## src/include/fm_sine_table.svh

```systemverilog
// quarter-wave sine magnitude table for the FM operator
// 256 entries of 12 bits, round(4095 * sin((i + 0.5) * pi / 512))
// built at elaboration from a constant function
`ifndef FM_SINE_TABLE_SVH
`define FM_SINE_TABLE_SVH

typedef logic [11:0] fm_sine_rom_t [256];

// one table entry, also usable by a reference model
function automatic logic [11:0] fm_sine_entry(input int i);
    real ang;
    ang = (real'(i) + 0.5) * 3.14159265358979 / 512.0;
    return 12'($rtoi(4095.0 * $sin(ang) + 0.5));
endfunction

// whole quarter wave
function automatic fm_sine_rom_t fm_sine_rom();
    fm_sine_rom_t rom;
    for (int i = 0; i < 256; i++) begin
        rom[i] = fm_sine_entry(i);
    end
    return rom;
endfunction

`endif

```

## src/verilog/fm_pkg.sv

```systemverilog
// shared definitions of the FM tone generator
// frame and datapath sizes, register map
// envelope state and slot role enums
// slot parameter, operator and Wishbone request structs
package fm_pkg;

    localparam int num_slots  = 8;     // 4 channels x (modulator, carrier)
    localparam int num_chans  = 4;
    localparam int phase_bits = 20;
    localparam int index_bits = 10;
    localparam int att_bits   = 10;
    localparam int out_bits   = 14;
    localparam int mod_shift  = 3;     // modulator scaling into carrier index

    localparam logic [att_bits-1:0] att_max = 10'd1023;

    // register map, base addresses
    localparam logic [7:0] reg_status     = 8'h00;
    localparam logic [7:0] reg_timer_a    = 8'h01;
    localparam logic [7:0] reg_timer_ctrl = 8'h02;
    localparam logic [7:0] reg_keyon      = 8'h08;
    localparam logic [7:0] reg_fnum_lo    = 8'h10;  // + channel
    localparam logic [7:0] reg_chan_ctrl  = 8'h14;  // + channel
    localparam logic [7:0] reg_tl         = 8'h20;  // + slot
    localparam logic [7:0] reg_rate       = 8'h28;  // + slot
    localparam logic [7:0] reg_mul        = 8'h30;  // + slot

    typedef enum logic {env_attack, env_release} env_state_t;
    typedef enum logic {role_mod, role_car} slot_role_t;

    typedef struct packed {
        logic [2:0]  slot;
        slot_role_t  role;
        logic        keyon;
        logic [10:0] fnum;
        logic [3:0]  mul;
        logic [6:0]  tl;
        logic [3:0]  ar;       // attack rate
        logic [3:0]  rr;       // release rate
        logic        con;
        logic [1:0]  rl;       // bit 1 left, bit 0 right
        logic        valid;
    } slot_params_t;

    typedef struct packed {
        logic [2:0]            slot;
        slot_role_t            role;
        logic                  con;
        logic [1:0]            rl;
        logic [index_bits-1:0] index;
        logic [att_bits-1:0]   atten;
        logic                  valid;
    } op_in_t;

    typedef struct packed {
        logic [2:0]                 slot;
        slot_role_t                 role;
        logic                       con;
        logic [1:0]                 rl;
        logic signed [out_bits-1:0] data;
        logic                       valid;
    } op_out_t;

    typedef struct packed {
        logic       cyc;
        logic       stb;
        logic       we;
        logic [7:0] adr;
        logic [7:0] dat;
    } wb_req_t;

endpackage

```

## src/verilog/fm_regs.sv

```systemverilog
// Wishbone classic slave with the register file
// timer A control, key-on, per-channel and per-slot registers
// slot sequencer issuing one slot's parameters per clock
`timescale 1ns/10ps

module fm_regs (
    input  logic                 zero,
    input  logic                 rst_n,
    input  fm_pkg::wb_req_t      wb,
    output logic [7:0]           dat_o,
    output logic                 ack,
    output fm_pkg::slot_params_t params,
    output logic [9:0]           timer_value,
    output logic                 timer_run,
    output logic                 timer_irq_en,
    output logic                 timer_clr,
    input  logic                 timer_flag
);
    import fm_pkg::*;

    logic [2:0] slot_cnt;
    logic [7:0] timer_a;
    logic [3:0] keyon;
    logic [7:0] fnum_lo   [num_chans];
    logic [5:0] chan_ctrl [num_chans];   // rl, con, fnum high
    logic [6:0] tl        [num_slots];
    logic [7:0] rate      [num_slots];
    logic [3:0] mul       [num_slots];

    logic       access;
    logic       sel_fnum, sel_ctrl, sel_tl, sel_rate, sel_mul;
    logic [1:0] ch_sel;
    logic [2:0] sl_sel;
    logic [1:0] ch;
    logic [7:0] rdata;

    assign access = wb.cyc && wb.stb && !ack;
    assign ch_sel = wb.adr[1:0];
    assign sl_sel = wb.adr[2:0];
    assign ch     = slot_cnt[2:1];
    assign timer_value = {timer_a, 2'b00};

    always_comb begin
        sel_fnum = wb.adr[7:2] == reg_fnum_lo[7:2];
        sel_ctrl = wb.adr[7:2] == reg_chan_ctrl[7:2];
        sel_tl   = wb.adr[7:3] == reg_tl[7:3];
        sel_rate = wb.adr[7:3] == reg_rate[7:3];
        sel_mul  = wb.adr[7:3] == reg_mul[7:3];
    end

    always_comb begin
        rdata = 8'h00;
        if (wb.adr == reg_status)
            rdata = {7'b0, timer_flag};   // bit 7 stays 0
        else if (wb.adr == reg_timer_a)
            rdata = timer_a;
        else if (wb.adr == reg_timer_ctrl)
            rdata = {6'b0, timer_irq_en, timer_run};
        else if (wb.adr == reg_keyon)
            rdata = {4'b0, keyon};
        else if (sel_fnum)
            rdata = fnum_lo[ch_sel];
        else if (sel_ctrl)
            rdata = {2'b0, chan_ctrl[ch_sel]};
        else if (sel_tl)
            rdata = {1'b0, tl[sl_sel]};
        else if (sel_rate)
            rdata = rate[sl_sel];
        else if (sel_mul)
            rdata = {4'b0, mul[sl_sel]};
    end

    always_ff @(posedge zero) begin
        if (access)
            dat_o <= rdata;   // valid in the ack cycle
    end

    always_ff @(posedge zero or negedge rst_n) begin
        if (!rst_n) begin
            ack          <= 1'b0;
            timer_a      <= '0;
            timer_run    <= 1'b0;
            timer_irq_en <= 1'b0;
            timer_clr    <= 1'b0;
            keyon        <= '0;
            for (int i = 0; i < num_chans; i++) begin
                fnum_lo[i]   <= '0;
                chan_ctrl[i] <= '0;
            end
            for (int i = 0; i < num_slots; i++) begin
                tl[i]   <= '0;
                rate[i] <= '0;
                mul[i]  <= '0;
            end
        end else begin
            ack       <= access;
            timer_clr <= 1'b0;   // one-clock strobe
            if (access && wb.we) begin
                if (wb.adr == reg_timer_a)
                    timer_a <= wb.dat;
                if (wb.adr == reg_timer_ctrl) begin
                    timer_run    <= wb.dat[0];
                    timer_irq_en <= wb.dat[1];
                    timer_clr    <= wb.dat[2];
                end
                if (wb.adr == reg_keyon)
                    keyon <= wb.dat[3:0];
                if (sel_fnum)
                    fnum_lo[ch_sel] <= wb.dat;
                if (sel_ctrl)
                    chan_ctrl[ch_sel] <= wb.dat[5:0];
                if (sel_tl)
                    tl[sl_sel] <= wb.dat[6:0];
                if (sel_rate)
                    rate[sl_sel] <= wb.dat;
                if (sel_mul)
                    mul[sl_sel] <= wb.dat[3:0];
            end
        end
    end

    // stage 1, parameters of the slot under the counter
    always_ff @(posedge zero or negedge rst_n) begin
        if (!rst_n) begin
            slot_cnt <= '0;
            params   <= '0;
        end else begin
            slot_cnt <= slot_cnt + 3'd1;
            params   <= '{slot:  slot_cnt,
                          role:  slot_cnt[0] ? role_car : role_mod,
                          keyon: keyon[ch],
                          fnum:  {chan_ctrl[ch][2:0], fnum_lo[ch]},
                          mul:   mul[slot_cnt],
                          tl:    tl[slot_cnt],
                          ar:    rate[slot_cnt][7:4],
                          rr:    rate[slot_cnt][3:0],
                          con:   chan_ctrl[ch][3],
                          rl:    chan_ctrl[ch][5:4],
                          valid: 1'b1};
        end
    end

    ack_single: assert property (@(posedge zero) disable iff (!rst_n) ack |=> !ack);
    ack_has_stb: assert property (@(posedge zero) disable iff (!rst_n)
        ack |-> $past(wb.cyc && wb.stb) && wb.cyc && wb.stb);

endmodule

```

## src/verilog/fm_timer.sv

```systemverilog
// timer A, counts samples up to 1023 and reloads
// sticky overflow flag and active low interrupt
`timescale 1ns/10ps

module fm_timer (
    input  logic       zero,
    input  logic       rst_n,
    input  logic       frame,    // sample strobe
    input  logic [9:0] value,
    input  logic       run,
    input  logic       irq_en,
    input  logic       clr,
    output logic       flag,
    output logic       irq_n
);
    logic [9:0] cnt;
    logic       ovf;

    assign ovf = run && frame && (cnt == 10'h3ff);

    always_ff @(posedge zero or negedge rst_n) begin
        if (!rst_n) begin
            cnt   <= '0;
            flag  <= 1'b0;
            irq_n <= 1'b1;
        end else begin
            if (!run)
                cnt <= value;       // held at the reload value while stopped
            else if (frame)
                cnt <= ovf ? value : cnt + 10'd1;
            if (ovf) begin
                flag <= 1'b1;
                if (irq_en)
                    irq_n <= 1'b0;
            end else if (clr) begin
                flag  <= 1'b0;
                irq_n <= 1'b1;
            end
        end
    end

    irq_needs_flag: assert property (@(posedge zero) disable iff (!rst_n) !irq_n |-> flag);

endmodule

```

## src/verilog/fm_phase.sv

```systemverilog
// per-slot phase accumulators
// index taken from the phase before the step
// slot params delayed alongside
`timescale 1ns/10ps

module fm_phase (
    input  logic                 zero,
    input  logic                 rst_n,
    input  fm_pkg::slot_params_t params,
    output logic [9:0]           index,
    output fm_pkg::slot_params_t params_q
);
    import fm_pkg::*;

    logic [phase_bits-1:0] phase [num_slots];
    logic [14:0]           inc;

    // mul 0 acts as one half
    always_comb begin
        if (params.mul == 4'd0)
            inc = {5'b0, params.fnum[10:1]};
        else
            inc = params.fnum * params.mul;
    end

    always_ff @(posedge zero or negedge rst_n) begin
        if (!rst_n) begin
            index    <= '0;
            params_q <= '0;
            for (int i = 0; i < num_slots; i++) begin
                phase[i] <= '0;
            end
        end else begin
            params_q <= params;
            if (params.valid) begin
                index <= phase[params.slot][phase_bits-1 -: index_bits];
                phase[params.slot] <= phase[params.slot] + inc;
            end
        end
    end

endmodule

```

## src/verilog/fm_env.sv

```systemverilog
// per-slot envelope, attack while keyed on, release otherwise
// total attenuation adds 8 x tl, saturated
`timescale 1ns/10ps

module fm_env (
    input  logic                 zero,
    input  logic                 rst_n,
    input  fm_pkg::slot_params_t params,
    output logic [9:0]           atten,
    output fm_pkg::env_state_t   state
);
    import fm_pkg::*;

    logic [att_bits-1:0] att [num_slots];
    logic [att_bits-1:0] cur, nxt, ar8, rr8, tot_sat;
    logic [att_bits:0]   up, tot;   // one carry bit

    always_comb begin
        cur = att[params.slot];
        ar8 = {3'b000, params.ar, 3'b000};
        rr8 = {3'b000, params.rr, 3'b000};
        up  = {1'b0, cur} + {1'b0, rr8};
        if (params.keyon)
            nxt = (cur > ar8) ? cur - ar8 : '0;        // toward full level
        else
            nxt = (up > {1'b0, att_max}) ? att_max : up[att_bits-1:0];
        tot     = {1'b0, cur} + {1'b0, params.tl, 3'b000};
        tot_sat = (tot > {1'b0, att_max}) ? att_max : tot[att_bits-1:0];
    end

    always_ff @(posedge zero or negedge rst_n) begin
        if (!rst_n) begin
            atten <= att_max;
            state <= env_release;
            for (int i = 0; i < num_slots; i++) begin
                att[i] <= att_max;   // silent
            end
        end else if (params.valid) begin
            atten           <= tot_sat;
            state           <= params.keyon ? env_attack : env_release;
            att[params.slot] <= nxt;
        end
    end

endmodule

```

## src/verilog/fm_op.sv

```systemverilog
// two-operator FM operator
// carrier index offset by the channel's modulator output
// mirrored quarter-wave lookup and linear attenuation
`timescale 1ns/10ps

module fm_op (
    input  logic            zero,
    input  logic            rst_n,
    input  fm_pkg::op_in_t  op_in,
    output fm_pkg::op_out_t op_out
);
    import fm_pkg::*;
    `include "fm_sine_table.svh"

    localparam fm_sine_rom_t sine_rom = fm_sine_rom();

    logic signed [out_bits-1:0] mod_q;   // last modulator output
    logic [index_bits-1:0]      idx;
    logic [7:0]                 addr;
    logic [11:0]                mag;
    logic [att_bits-1:0]        gain;
    logic [21:0]                prod;
    logic signed [out_bits-1:0] value;

    always_comb begin
        idx = op_in.index;
        if (op_in.role == role_car)
            idx = op_in.index + 10'(mod_q >>> mod_shift);   // wraps
        addr  = idx[8] ? ~idx[7:0] : idx[7:0];   // second quarter mirrored
        mag   = sine_rom[addr];
        gain  = att_max - op_in.atten;
        prod  = mag * gain;
        value = $signed({2'b00, prod[21:10]});
        if (idx[9])
            value = -value;                      // negative half wave
    end

    always_ff @(posedge zero or negedge rst_n) begin
        if (!rst_n) begin
            op_out <= '0;
            mod_q  <= '0;
        end else begin
            op_out <= '{slot: op_in.slot, role: op_in.role, con: op_in.con,
                        rl: op_in.rl, data: value, valid: op_in.valid};
            if (op_in.valid && op_in.role == role_mod)
                mod_q <= value;
        end
    end

endmodule

```

## src/verilog/fm_mix.sv

```systemverilog
// stereo mixer, one left/right sample per frame
// carriers always, modulators too when con is set
`timescale 1ns/10ps

module fm_mix (
    input  logic               zero,
    input  logic               rst_n,
    input  fm_pkg::op_out_t    op_out,
    output logic signed [15:0] left,
    output logic signed [15:0] right,
    output logic               sample
);
    import fm_pkg::*;

    logic signed [15:0] acc_l, acc_r;
    logic signed [15:0] term, add_l, add_r;
    logic               audible, last;

    always_comb begin
        audible = op_out.valid && (op_out.role == role_car || op_out.con);
        last    = op_out.valid && op_out.slot == 3'(num_slots - 1);
        term    = {{2{op_out.data[out_bits-1]}}, op_out.data};
        add_l   = (audible && op_out.rl[1]) ? term : 16'sd0;
        add_r   = (audible && op_out.rl[0]) ? term : 16'sd0;
    end

    always_ff @(posedge zero or negedge rst_n) begin
        if (!rst_n) begin
            acc_l  <= '0;
            acc_r  <= '0;
            left   <= '0;
            right  <= '0;
            sample <= 1'b0;
        end else begin
            sample <= last;
            if (last) begin
                left  <= acc_l + add_l;   // frame complete
                right <= acc_r + add_r;
                acc_l <= '0;
                acc_r <= '0;
            end else begin
                acc_l <= acc_l + add_l;
                acc_r <= acc_r + add_r;
            end
        end
    end

    sample_once: assert property (@(posedge zero) disable iff (!rst_n)
        sample |=> !sample [*7]);

endmodule

```

## src/verilog/fm_synth.sv

```systemverilog
// FM tone generator top level
// register block, phase and envelope stage, operator, mixer
// timer A driven by the sample strobe
`timescale 1ns/10ps

module fm_synth (
    input  logic               zero,
    input  logic               rst_n,
    input  fm_pkg::wb_req_t    wb,
    output logic [7:0]         dat_o,
    output logic               ack,
    output logic               irq_n,
    output logic signed [15:0] left,
    output logic signed [15:0] right,
    output logic               sample
);
    import fm_pkg::*;

    slot_params_t          issue_params;   // stage 1
    slot_params_t          phase_params;   // stage 2
    logic [index_bits-1:0] index;
    logic [att_bits-1:0]   atten;
    op_in_t                op_in;
    op_out_t               op_out;

    logic [9:0] timer_value;
    logic       timer_run, timer_irq_en, timer_clr, timer_flag;

    fm_regs regs_i (
        .zero         ( zero          ),
        .rst_n        ( rst_n         ),
        .wb           ( wb            ),
        .dat_o        ( dat_o         ),
        .ack          ( ack           ),
        .params       ( issue_params  ),
        .timer_value  ( timer_value   ),
        .timer_run    ( timer_run     ),
        .timer_irq_en ( timer_irq_en  ),
        .timer_clr    ( timer_clr     ),
        .timer_flag   ( timer_flag    )
    );

    fm_phase phase_i (
        .zero     ( zero          ),
        .rst_n    ( rst_n         ),
        .params   ( issue_params  ),
        .index    ( index         ),
        .params_q ( phase_params  )
    );

    fm_env env_i (
        .zero   ( zero          ),
        .rst_n  ( rst_n         ),
        .params ( issue_params  ),
        .atten  ( atten         ),
        .state  (               )
    );

    // phase and envelope halves meet here
    assign op_in = '{slot: phase_params.slot, role: phase_params.role,
                     con: phase_params.con, rl: phase_params.rl,
                     index: index, atten: atten, valid: phase_params.valid};

    fm_op op_i (
        .zero   ( zero   ),
        .rst_n  ( rst_n  ),
        .op_in  ( op_in  ),
        .op_out ( op_out )
    );

    fm_mix mix_i (
        .zero   ( zero   ),
        .rst_n  ( rst_n  ),
        .op_out ( op_out ),
        .left   ( left   ),
        .right  ( right  ),
        .sample ( sample )
    );

    fm_timer timer_i (
        .zero   ( zero          ),
        .rst_n  ( rst_n         ),
        .frame  ( sample        ),
        .value  ( timer_value   ),
        .run    ( timer_run     ),
        .irq_en ( timer_irq_en  ),
        .clr    ( timer_clr     ),
        .flag   ( timer_flag    ),
        .irq_n  ( irq_n         )
    );

endmodule

```

## config.mk

```make
export PLATFORM = sky130hd
export DESIGN_NAME = fm_synth
export DESIGN_NICKNAME = d
export VERILOG_FILES = /design/src/verilog/fm_pkg.sv /design/src/verilog/fm_regs.sv /design/src/verilog/fm_timer.sv /design/src/verilog/fm_phase.sv /design/src/verilog/fm_env.sv /design/src/verilog/fm_op.sv /design/src/verilog/fm_mix.sv /design/src/verilog/fm_synth.sv
export VERILOG_INCLUDE_DIRS = /design/src /design/src/include
export SDC_FILE = /design/constraint.sdc
export NUM_CORES = 2
export LEC_CHECK = 0
export ABC_CLOCK_PERIOD_IN_PS = 13030
export BUFFER_PORTS_ARGS = -buffer_cell sky130_fd_sc_hd__buf_4
export CAP_MARGIN = 20
export CORE_UTILIZATION = 45
export DETAILED_ROUTE_END_ITERATION = 8
export SYNTH_ARGS = -nofsm -noshare
export SYNTH_HDL_FRONTEND = slang
export SYNTH_SLANG_ARGS = --single-unit
```

## constraint.sdc

```tcl
create_clock -name zero -period 13.03 [get_ports zero]
set_input_delay 1.303 -clock zero [delete_from_list [all_inputs] [get_ports zero]]
set_output_delay 1.303 -clock zero [all_outputs]
set_load 0.05 [all_outputs]
```

==> After elaboration in Yosys (flattened, before gate mapping) <==
Memories as Yosys holds them, arrays and structs flattened.
Index checks and enable logic that the tools add are counted.
{ "op_classes": {"mux": 93, "n_eq_ne": 12, "n_bitwise": 8, "mul": 2, "shifts": 0, "n_addsub": 11, "div": 0, "n_lt_le_gt_ge": 13, "reduce_logical": 27} }
{ "op_table": {"columns": ["op", "n"], "rows": [
  ["bitwise mux 160 bit", 1],
  ["2-to-1 mux 8 bit", 18],
  ["2-to-1 mux 10 bit", 11],
  ["bitwise mux 80 bit", 1],
  ["bitwise mux 32 bit", 2],
  ["bitwise mux 64 bit", 1],
  ["2-to-1 mux 16 bit", 4],
  ["binary-select mux 20 bit (select 3 bit)", 1],
  ["demux 20 bit (select 3 bit)", 1],
  ["2-to-1 mux 20 bit", 3],
  ["bitwise mux 56 bit", 1],
  ["binary-select mux 8 bit (select 3 bit)", 2],
  ["binary-select mux 7 bit (select 3 bit)", 2],
  ["2-to-1 mux 7 bit", 5],
  ["adder 16 bit", 2],
  ["binary-select mux 8 bit (select 2 bit)", 2],
  ["binary-select mux 10 bit (select 3 bit)", 1],
  ["demux 10 bit (select 3 bit)", 1],
  ["2-to-1 mux 6 bit", 5],
  ["binary-select mux 4 bit (select 3 bit)", 2],
  ["binary-select mux 6 bit (select 2 bit)", 2],
  ["bitwise mux 24 bit", 1],
  ["demux 8 bit (select 3 bit)", 1],
  ["2-to-1 mux 12 bit", 2],
  ["49 further kinds", 94]
]} }
{ "totals": {"latch_bits": 0, "romBits": 3072, "out_inout_bits": 43, "ff_bits": 654, "mem_bits_rw": 0, "memories": 1} }
{ "mem_list": {"columns": ["name", "words", "width", "rd", "rd_clocked_by_memory_dff", "wr", "line_no", "rtl"], "rows": [
  ["(no name shown)", 256, 12, 1, 0, 0, "fm_op.sv:30", "mag = sine_rom[addr];"]
]} }

==> Depth between registers and ports, before layout <==
{ "depth": {"depth_word": 13, "ltp_mapped": 49, "depth_no_buf": 46} }

==> Cells and area by module <==
Synthesis repeated with hierarchy kept, for this count alone.
{ "unflattened": {"cells_unflattened": 4383, "hier_area_um2": 44448.9} }
{ "modules_own_cells": {"columns": ["module", "seq_area_each_um2", "cells_each", "n_inst", "area_each_um2"], "rows": [
  ["fm_regs", 6871.6, 861, 1, 13376.6],
  ["fm_phase", 5230.0, 1193, 1, 11195.7],
  ["fm_op", 800.8, 1342, 1, 10169.8],
  ["fm_env", 2391.0, 493, 1, 5154.9],
  ["fm_mix", 1626.6, 411, 1, 3797.4],
  ["fm_timer", 301.5, 83, 1, 754.5]
]} }

==> Worst setup path before layout <==
OpenSTA, ideal clock, no wires.
{ "synth_timing": {"kind": "register to register", "startpoint": "reg phase_i.index[0]", "endpoint": "reg op_i.mod_q[10]", "path_stages_with_launch": 47, "n_path_buf": 5, "setup_ps": 125, "synth_period_minus_slack_ps": 10668, "arrival_time_ps": 10543, "path_slack_ps": 2362, "path_cell_list": "dfrtp_1 ha_1 inv_1 fa_1 nand2b_1 a21o_4 a21boi_4 buf_4 nor4_2 or2_2 ha_1 clkbuf_1 clkbuf_1 buf_1 clkbuf_1 a32oi_1 o21ai_0 o21ai_0 [11 not listed] fa_1 fa_1 ha_1 a21oi_1 nor2b_1 o21ai_0 nand2b_1 or2_2 a2111oi_1 a311o_2 ha_1 nand2_1 a21oi_1 o2111ai_1 or2_1 o41ai_1 xnor2_1 mux2_2"} }
{ "synth_between": {"elab_chain_len": 11} }
{ "synth_rtl": {"columns": ["item", "line_no", "rtl"], "rows": [
  ["start, declared", "fm_phase.sv:10", "output logic [9:0] index,"],
  ["start signal, assigned", "fm_phase.sv:36", "index <= phase[params.slot][phase_bits-1 -: index_bits];"],
  ["adder 10 bit", "fm_op.sv:28", "idx = op_in.index + 10'(mod_q >>> mod_shift);"],
  ["2-to-1 mux 10 bit *", "fm_op.sv:27", "if (op_in.role == role_car)"],
  ["NOT 8 bit", "fm_op.sv:29", "addr = idx[8] ? ~idx[7:0] : idx[7:0];"],
  ["2-to-1 mux 8 bit", "fm_op.sv:29", null],
  ["NOT 8 -> 9 bit (implied by the code)", "fm_op.sv:30", null],
  ["memory read (256 x 12 bit)", null, null],
  ["2-to-1 mux 12 bit (implied by the code) (2 in a row)", "fm_op.sv:30", null],
  ["multiplier 12 x 10 -> 22 bit", "fm_op.sv:32", "prod = mag * gain;"],
  ["negation 12 -> 14 bit", "fm_op.sv:35", "value = -value;"],
  ["2-to-1 mux 14 bit *", "fm_op.sv:34", "if (idx[9])"],
  ["net op_i.value[10]", "fm_op.sv:23", "logic signed [out_bits-1:0] value;"],
  ["end signal, assigned", "fm_op.sv:46", "mod_q <= value;"],
  ["end, declared", "fm_op.sv:17", "logic signed [out_bits-1:0] mod_q;"]
]} }
The timed path passes the listed nets; every way through them passes the cells marked *. The select of a mux whose other input is x is not followed.
A chain may end at the register's enable or synchronous reset.

==> Final worst setup path <==
Same ends and word-level chain as after synthesis.

==> flow_summary_export.csv <==
group,metric,value,unit
logic_synthesis,synth_top_area_cell,"dfrtp_1",
flow_run,maxCapViolCount,0,
status,status,"complete, no violations",
place,placed_cell_area,43140,µm²
logic_synthesis,synth_edf_count,8,
setup_path,crit_type,"flip-flop to flip-flop",
logic_synthesis,yosys-top-cells-count,"dfrtp_1 (549), nand2_1 (471), o21ai_0 (423)",
sta,max_freq,0.08301,GHz
cells_and_area,n_fill_cell,8274,
place,gp_congestion,1.018,
logic_synthesis,synthesis.area,41470,µm²
routing,vias_per_cell,6.074,
setup_path,crit_start,"phase_i.index[0]",
logic_synthesis,synth_cells,4098,
setup_path,slowest_delay,0.71,ns
global_route,first_global_vias,31890,
sta,rsz0062_at_grt,"no",
logic_synthesis,synth_flop_cell,"dfrtp_1",
setup_path,r2r_slack,0.98,ns
sta,tightestPinTransition,1.161,ns
routing,dr.pass1.iters,8,
setup_path,worstReg2RegEnd,"op_i.mod_q[10]",
cells_and_area,stdcell_area,45760,µm²
setup_path,worstPathMaxFanout,26,
floorplan,std_cell_rows,110,
global_route,grt_pass1_wl,195.4,mm
floorplan,core_area,90700,µm²
routing,drtIter0Drc,3000,
setup_path,crit_required,13.54,ns
routing,ant_nets,0,
logic_synthesis,netlist.area_leader.share,33.13,%
clock_network,clockBufferDepth,3,
setup_path,r2r_cells,44,
logic_synthesis,async_flop_share,98.77,%
setup_path,crit-reg2reg-launch,"phase_i.index[0]",
setup_path,cp-end-kind,"flip-flop",
logic_synthesis,synth_fa_ha_area_share,9.691,%
logic_synthesis,syn_area_per_cell,10.12,µm²
sta,finalClockSkew,0.04115,ns
floorplan,die_w,305.6,µm
hold_path,hp-class,"flip-flop to flip-flop",
routing,wl_per_cell,23.58,µm
floorplan,initial_core_util,45.72,%
routing,wl,125.1,mm
cells_and_area,multi_input_area,23420,µm²
logic_synthesis,synth-simple-area-share,11.97,%
clock_network,cts_setup_buffers,0,
sta,min_period,12.05,ns
clock_network,cts_tree,"done",
logic_synthesis,yosys_warnings,0,
setup_path,crit_path_top_delay_cell,"a21oi_1",
clock_network,cts_root_buf,"clkbuf_16",
clock_network,hold_buffers,0,
routing,vias,32240,
global_route,grt_usage,26.94,%
global_route,grt_overflow,0,
clock_network,path_clk_slew,0.06,ns
logic_synthesis,synth-xor-area-share,2.305,%
setup_path,worstSetupStartpointType,"flip-flop",
logic_synthesis,synth.distinct_cells,113,
routing,drcViolationCount,0,
logic_synthesis,synth_nets,4379,
sta,finalHoldViolations,0,
sta,slew_viol_final,0,
logic_synthesis,synth_compound_area_share,16.12,%
clock_network,cts.repair.resized,0,
cells_and_area,regArea,16380,µm²
sta,finalSetupViolCount,0,
global_route,antenna_found_initial,5,
logic_synthesis,synth_area_leaders,"dfrtp_1 (33%), mux2_2 (8.0%), mux4_2 (6.0%)",
floorplan,die_h,305.6,µm
logic_synthesis,synth_seq_cells,648,
sta,post-route-period-util,92.45,%
logic_synthesis,synth.most_common_cell,"dfrtp_1",
clock_network,h-tree-depth,3,
global_route,grt_max_degree,168,
place,port_buffers,63,
logic_synthesis,synth.area.mux_share,16.23,%
setup_path,cpMostUsedCell,"fa_1",
setup_path,crit_path_end,"op_i.mod_q[10]",
cells_and_area,num-nets-final,4349,
place,dpl.hpwl,86.79,mm
place,dp_slack,1.231,ns
logic_synthesis,synth_seq_area_share,39.47,%
sta,setup_tns,0,ns
cells_and_area,drive_gt1_share,21.48,%
sta,fin_ws,0.9838,ns
floorplan,ios,64,
sta,relSlewSlack,21.91,%
setup_path,cp_data_arrival_time,12.55,ns
clock_network,insertion_delay,0.65,ns
clock_network,cts_buffers,76,
cells_and_area,syn_to_final_growth,10.34,%
floorplan,dieArea,93380,µm²
clock_network,clock-sinks,648,
logic_synthesis,synth_top_family_by_area,"multiplexers",
==> metrics by stage <==
stage | hold WS (ns) | utilization (%) | cells
2_1_floorplan | 0.3312 | - | 4098
4_1_cts | 0.3468 | 50.43 | 5304
3_5_place_dp | 0.3347 | 47.56 | 5164
3_3_place_gp | 0.3325 | 47.55 | 5162
5_1_grt | 0.3576 | 50.45 | 5306
6_report | 0.3473 | 50.45 | 5307
==> state kept, by name (all words and copies together), names as in the netlist, 24 cells and up <==
| name | count |
|---|---|
| env_i.att | 80 |
| phase_i.phase | 160 |
| regs_i.chan_ctrl | 24 |
| regs_i.fnum_lo | 32 |
| regs_i.mul | 32 |
| regs_i.params | 38 |
| regs_i.rate | 64 |
| regs_i.tl | 56 |
==> worst min-delay path by stage <==
| stage | cells after the start | slack (ns) | endpoint | start |
|---|---|---|---|---|
| final | 0 | 0.35 | op_i.op_out[21] | phase_i.params_q[38] |
| after global routing | 0 | 0.36 | op_i.op_out[16] | phase_i.params_q[2] |
| after CTS | 0 | 0.35 | op_i.op_out[21] | phase_i.params_q[38] |
| after detailed placement | 0 | 0.33 | op_i.op_out[16] | phase_i.params_q[2] |
| after global placement | 0 | 0.33 | phase_i.params_q[1] | regs_i.params[1] |
| after floorplan | 0 | 0.33 | op_i.op_out[15] | phase_i.params_q[1] |
==> logic make-up (layout without fill, tap and decap cells) <==
family | Yosys count | after routing
buffers and inverters | 449 | 481
multiplexers | 497 | 497
flip-flops | 648 | 648
XOR/XNOR | 105 | 105
AND/OR/NAND/NOR | 1077 | 1077
other | 1 | 2
adder cells (fa/ha/maj) | 260 | 260
AO/OA/AOI/OAI | 1061 | 1061
==> layer usage <==
metal	GRT usage [%]	wire length, µm	vias up
met5	0	29	-
met4	7.818	3848	4
met3	5.380	9312	275
met2	41.51	56300	1186
met1	38.36	55630	16150
li1	-	-	14620
==> layout by cell type, fill, tap and decap left out, types with 16 or more instances in the layout <==
| cell | count |
|---|---|
| o22a_1 | 21 |
| and2_1 | 56 |
| nand2_1 | 469 |
| mux2i_1 | 93 |
| mux2_2 | 293 |
| a21oi_1 | 209 |
| nor3_1 | 43 |
| clkbuf_16 | 78 |
| dfrtp_1 | 545 |
| xor2_1 | 22 |
| a22oi_1 | 19 |
| nor2_1 | 252 |
| or2_2 | 48 |
| o221ai_1 | 30 |
| a221oi_1 | 17 |
| clkinv_2 | 16 |
| nand2b_1 | 44 |
| buf_4 | 142 |
| clkbuf_1 | 18 |
| nand3_1 | 31 |
| inv_1 | 187 |
| dfstp_2 | 91 |
| a31oi_1 | 40 |
| a21o_1 | 25 |
| o211ai_1 | 25 |
| a211oi_1 | 17 |
| o22ai_1 | 38 |
| fa_1 | 102 |
| o21bai_1 | 32 |
| ha_1 | 158 |
| mux4_2 | 111 |
| nor2b_1 | 34 |
| o21ai_0 | 423 |
| xnor2_1 | 78 |
==> cell type report <==
cell class / instances / share of cell area, %
multi-input combinational: 3001 / 51.19
sequential: 648 / 35.79
clock buffer: 104 / 4.654
tap: 1176 / 3.215
timing repair buffer: 148 / 2.529
inverter: 193 / 1.583
clock inverter: 36 / 1.034
antenna: 1 / 0.005469
==> worst max-delay path: cells and delay by family (launching register included) <==
| family | cells | cell delay (ns) |
|---|---|---|
| multiplexers | 1 | 0.27 |
| XOR/XNOR | 1 | 0.15 |
| buffers and inverters | 6 | 0.70 |
| AO/OA/AOI/OAI | 15 | 3.86 |
| adder cells (fa/ha/maj) | 10 | 4.30 |
| flip-flops | 1 | 0.39 |
| AND/OR/NAND/NOR | 11 | 2.22 |
Power is left out: the tool's default activity adds up to more than one toggle a clock period on the data nets, which glitch-free logic cannot reach.
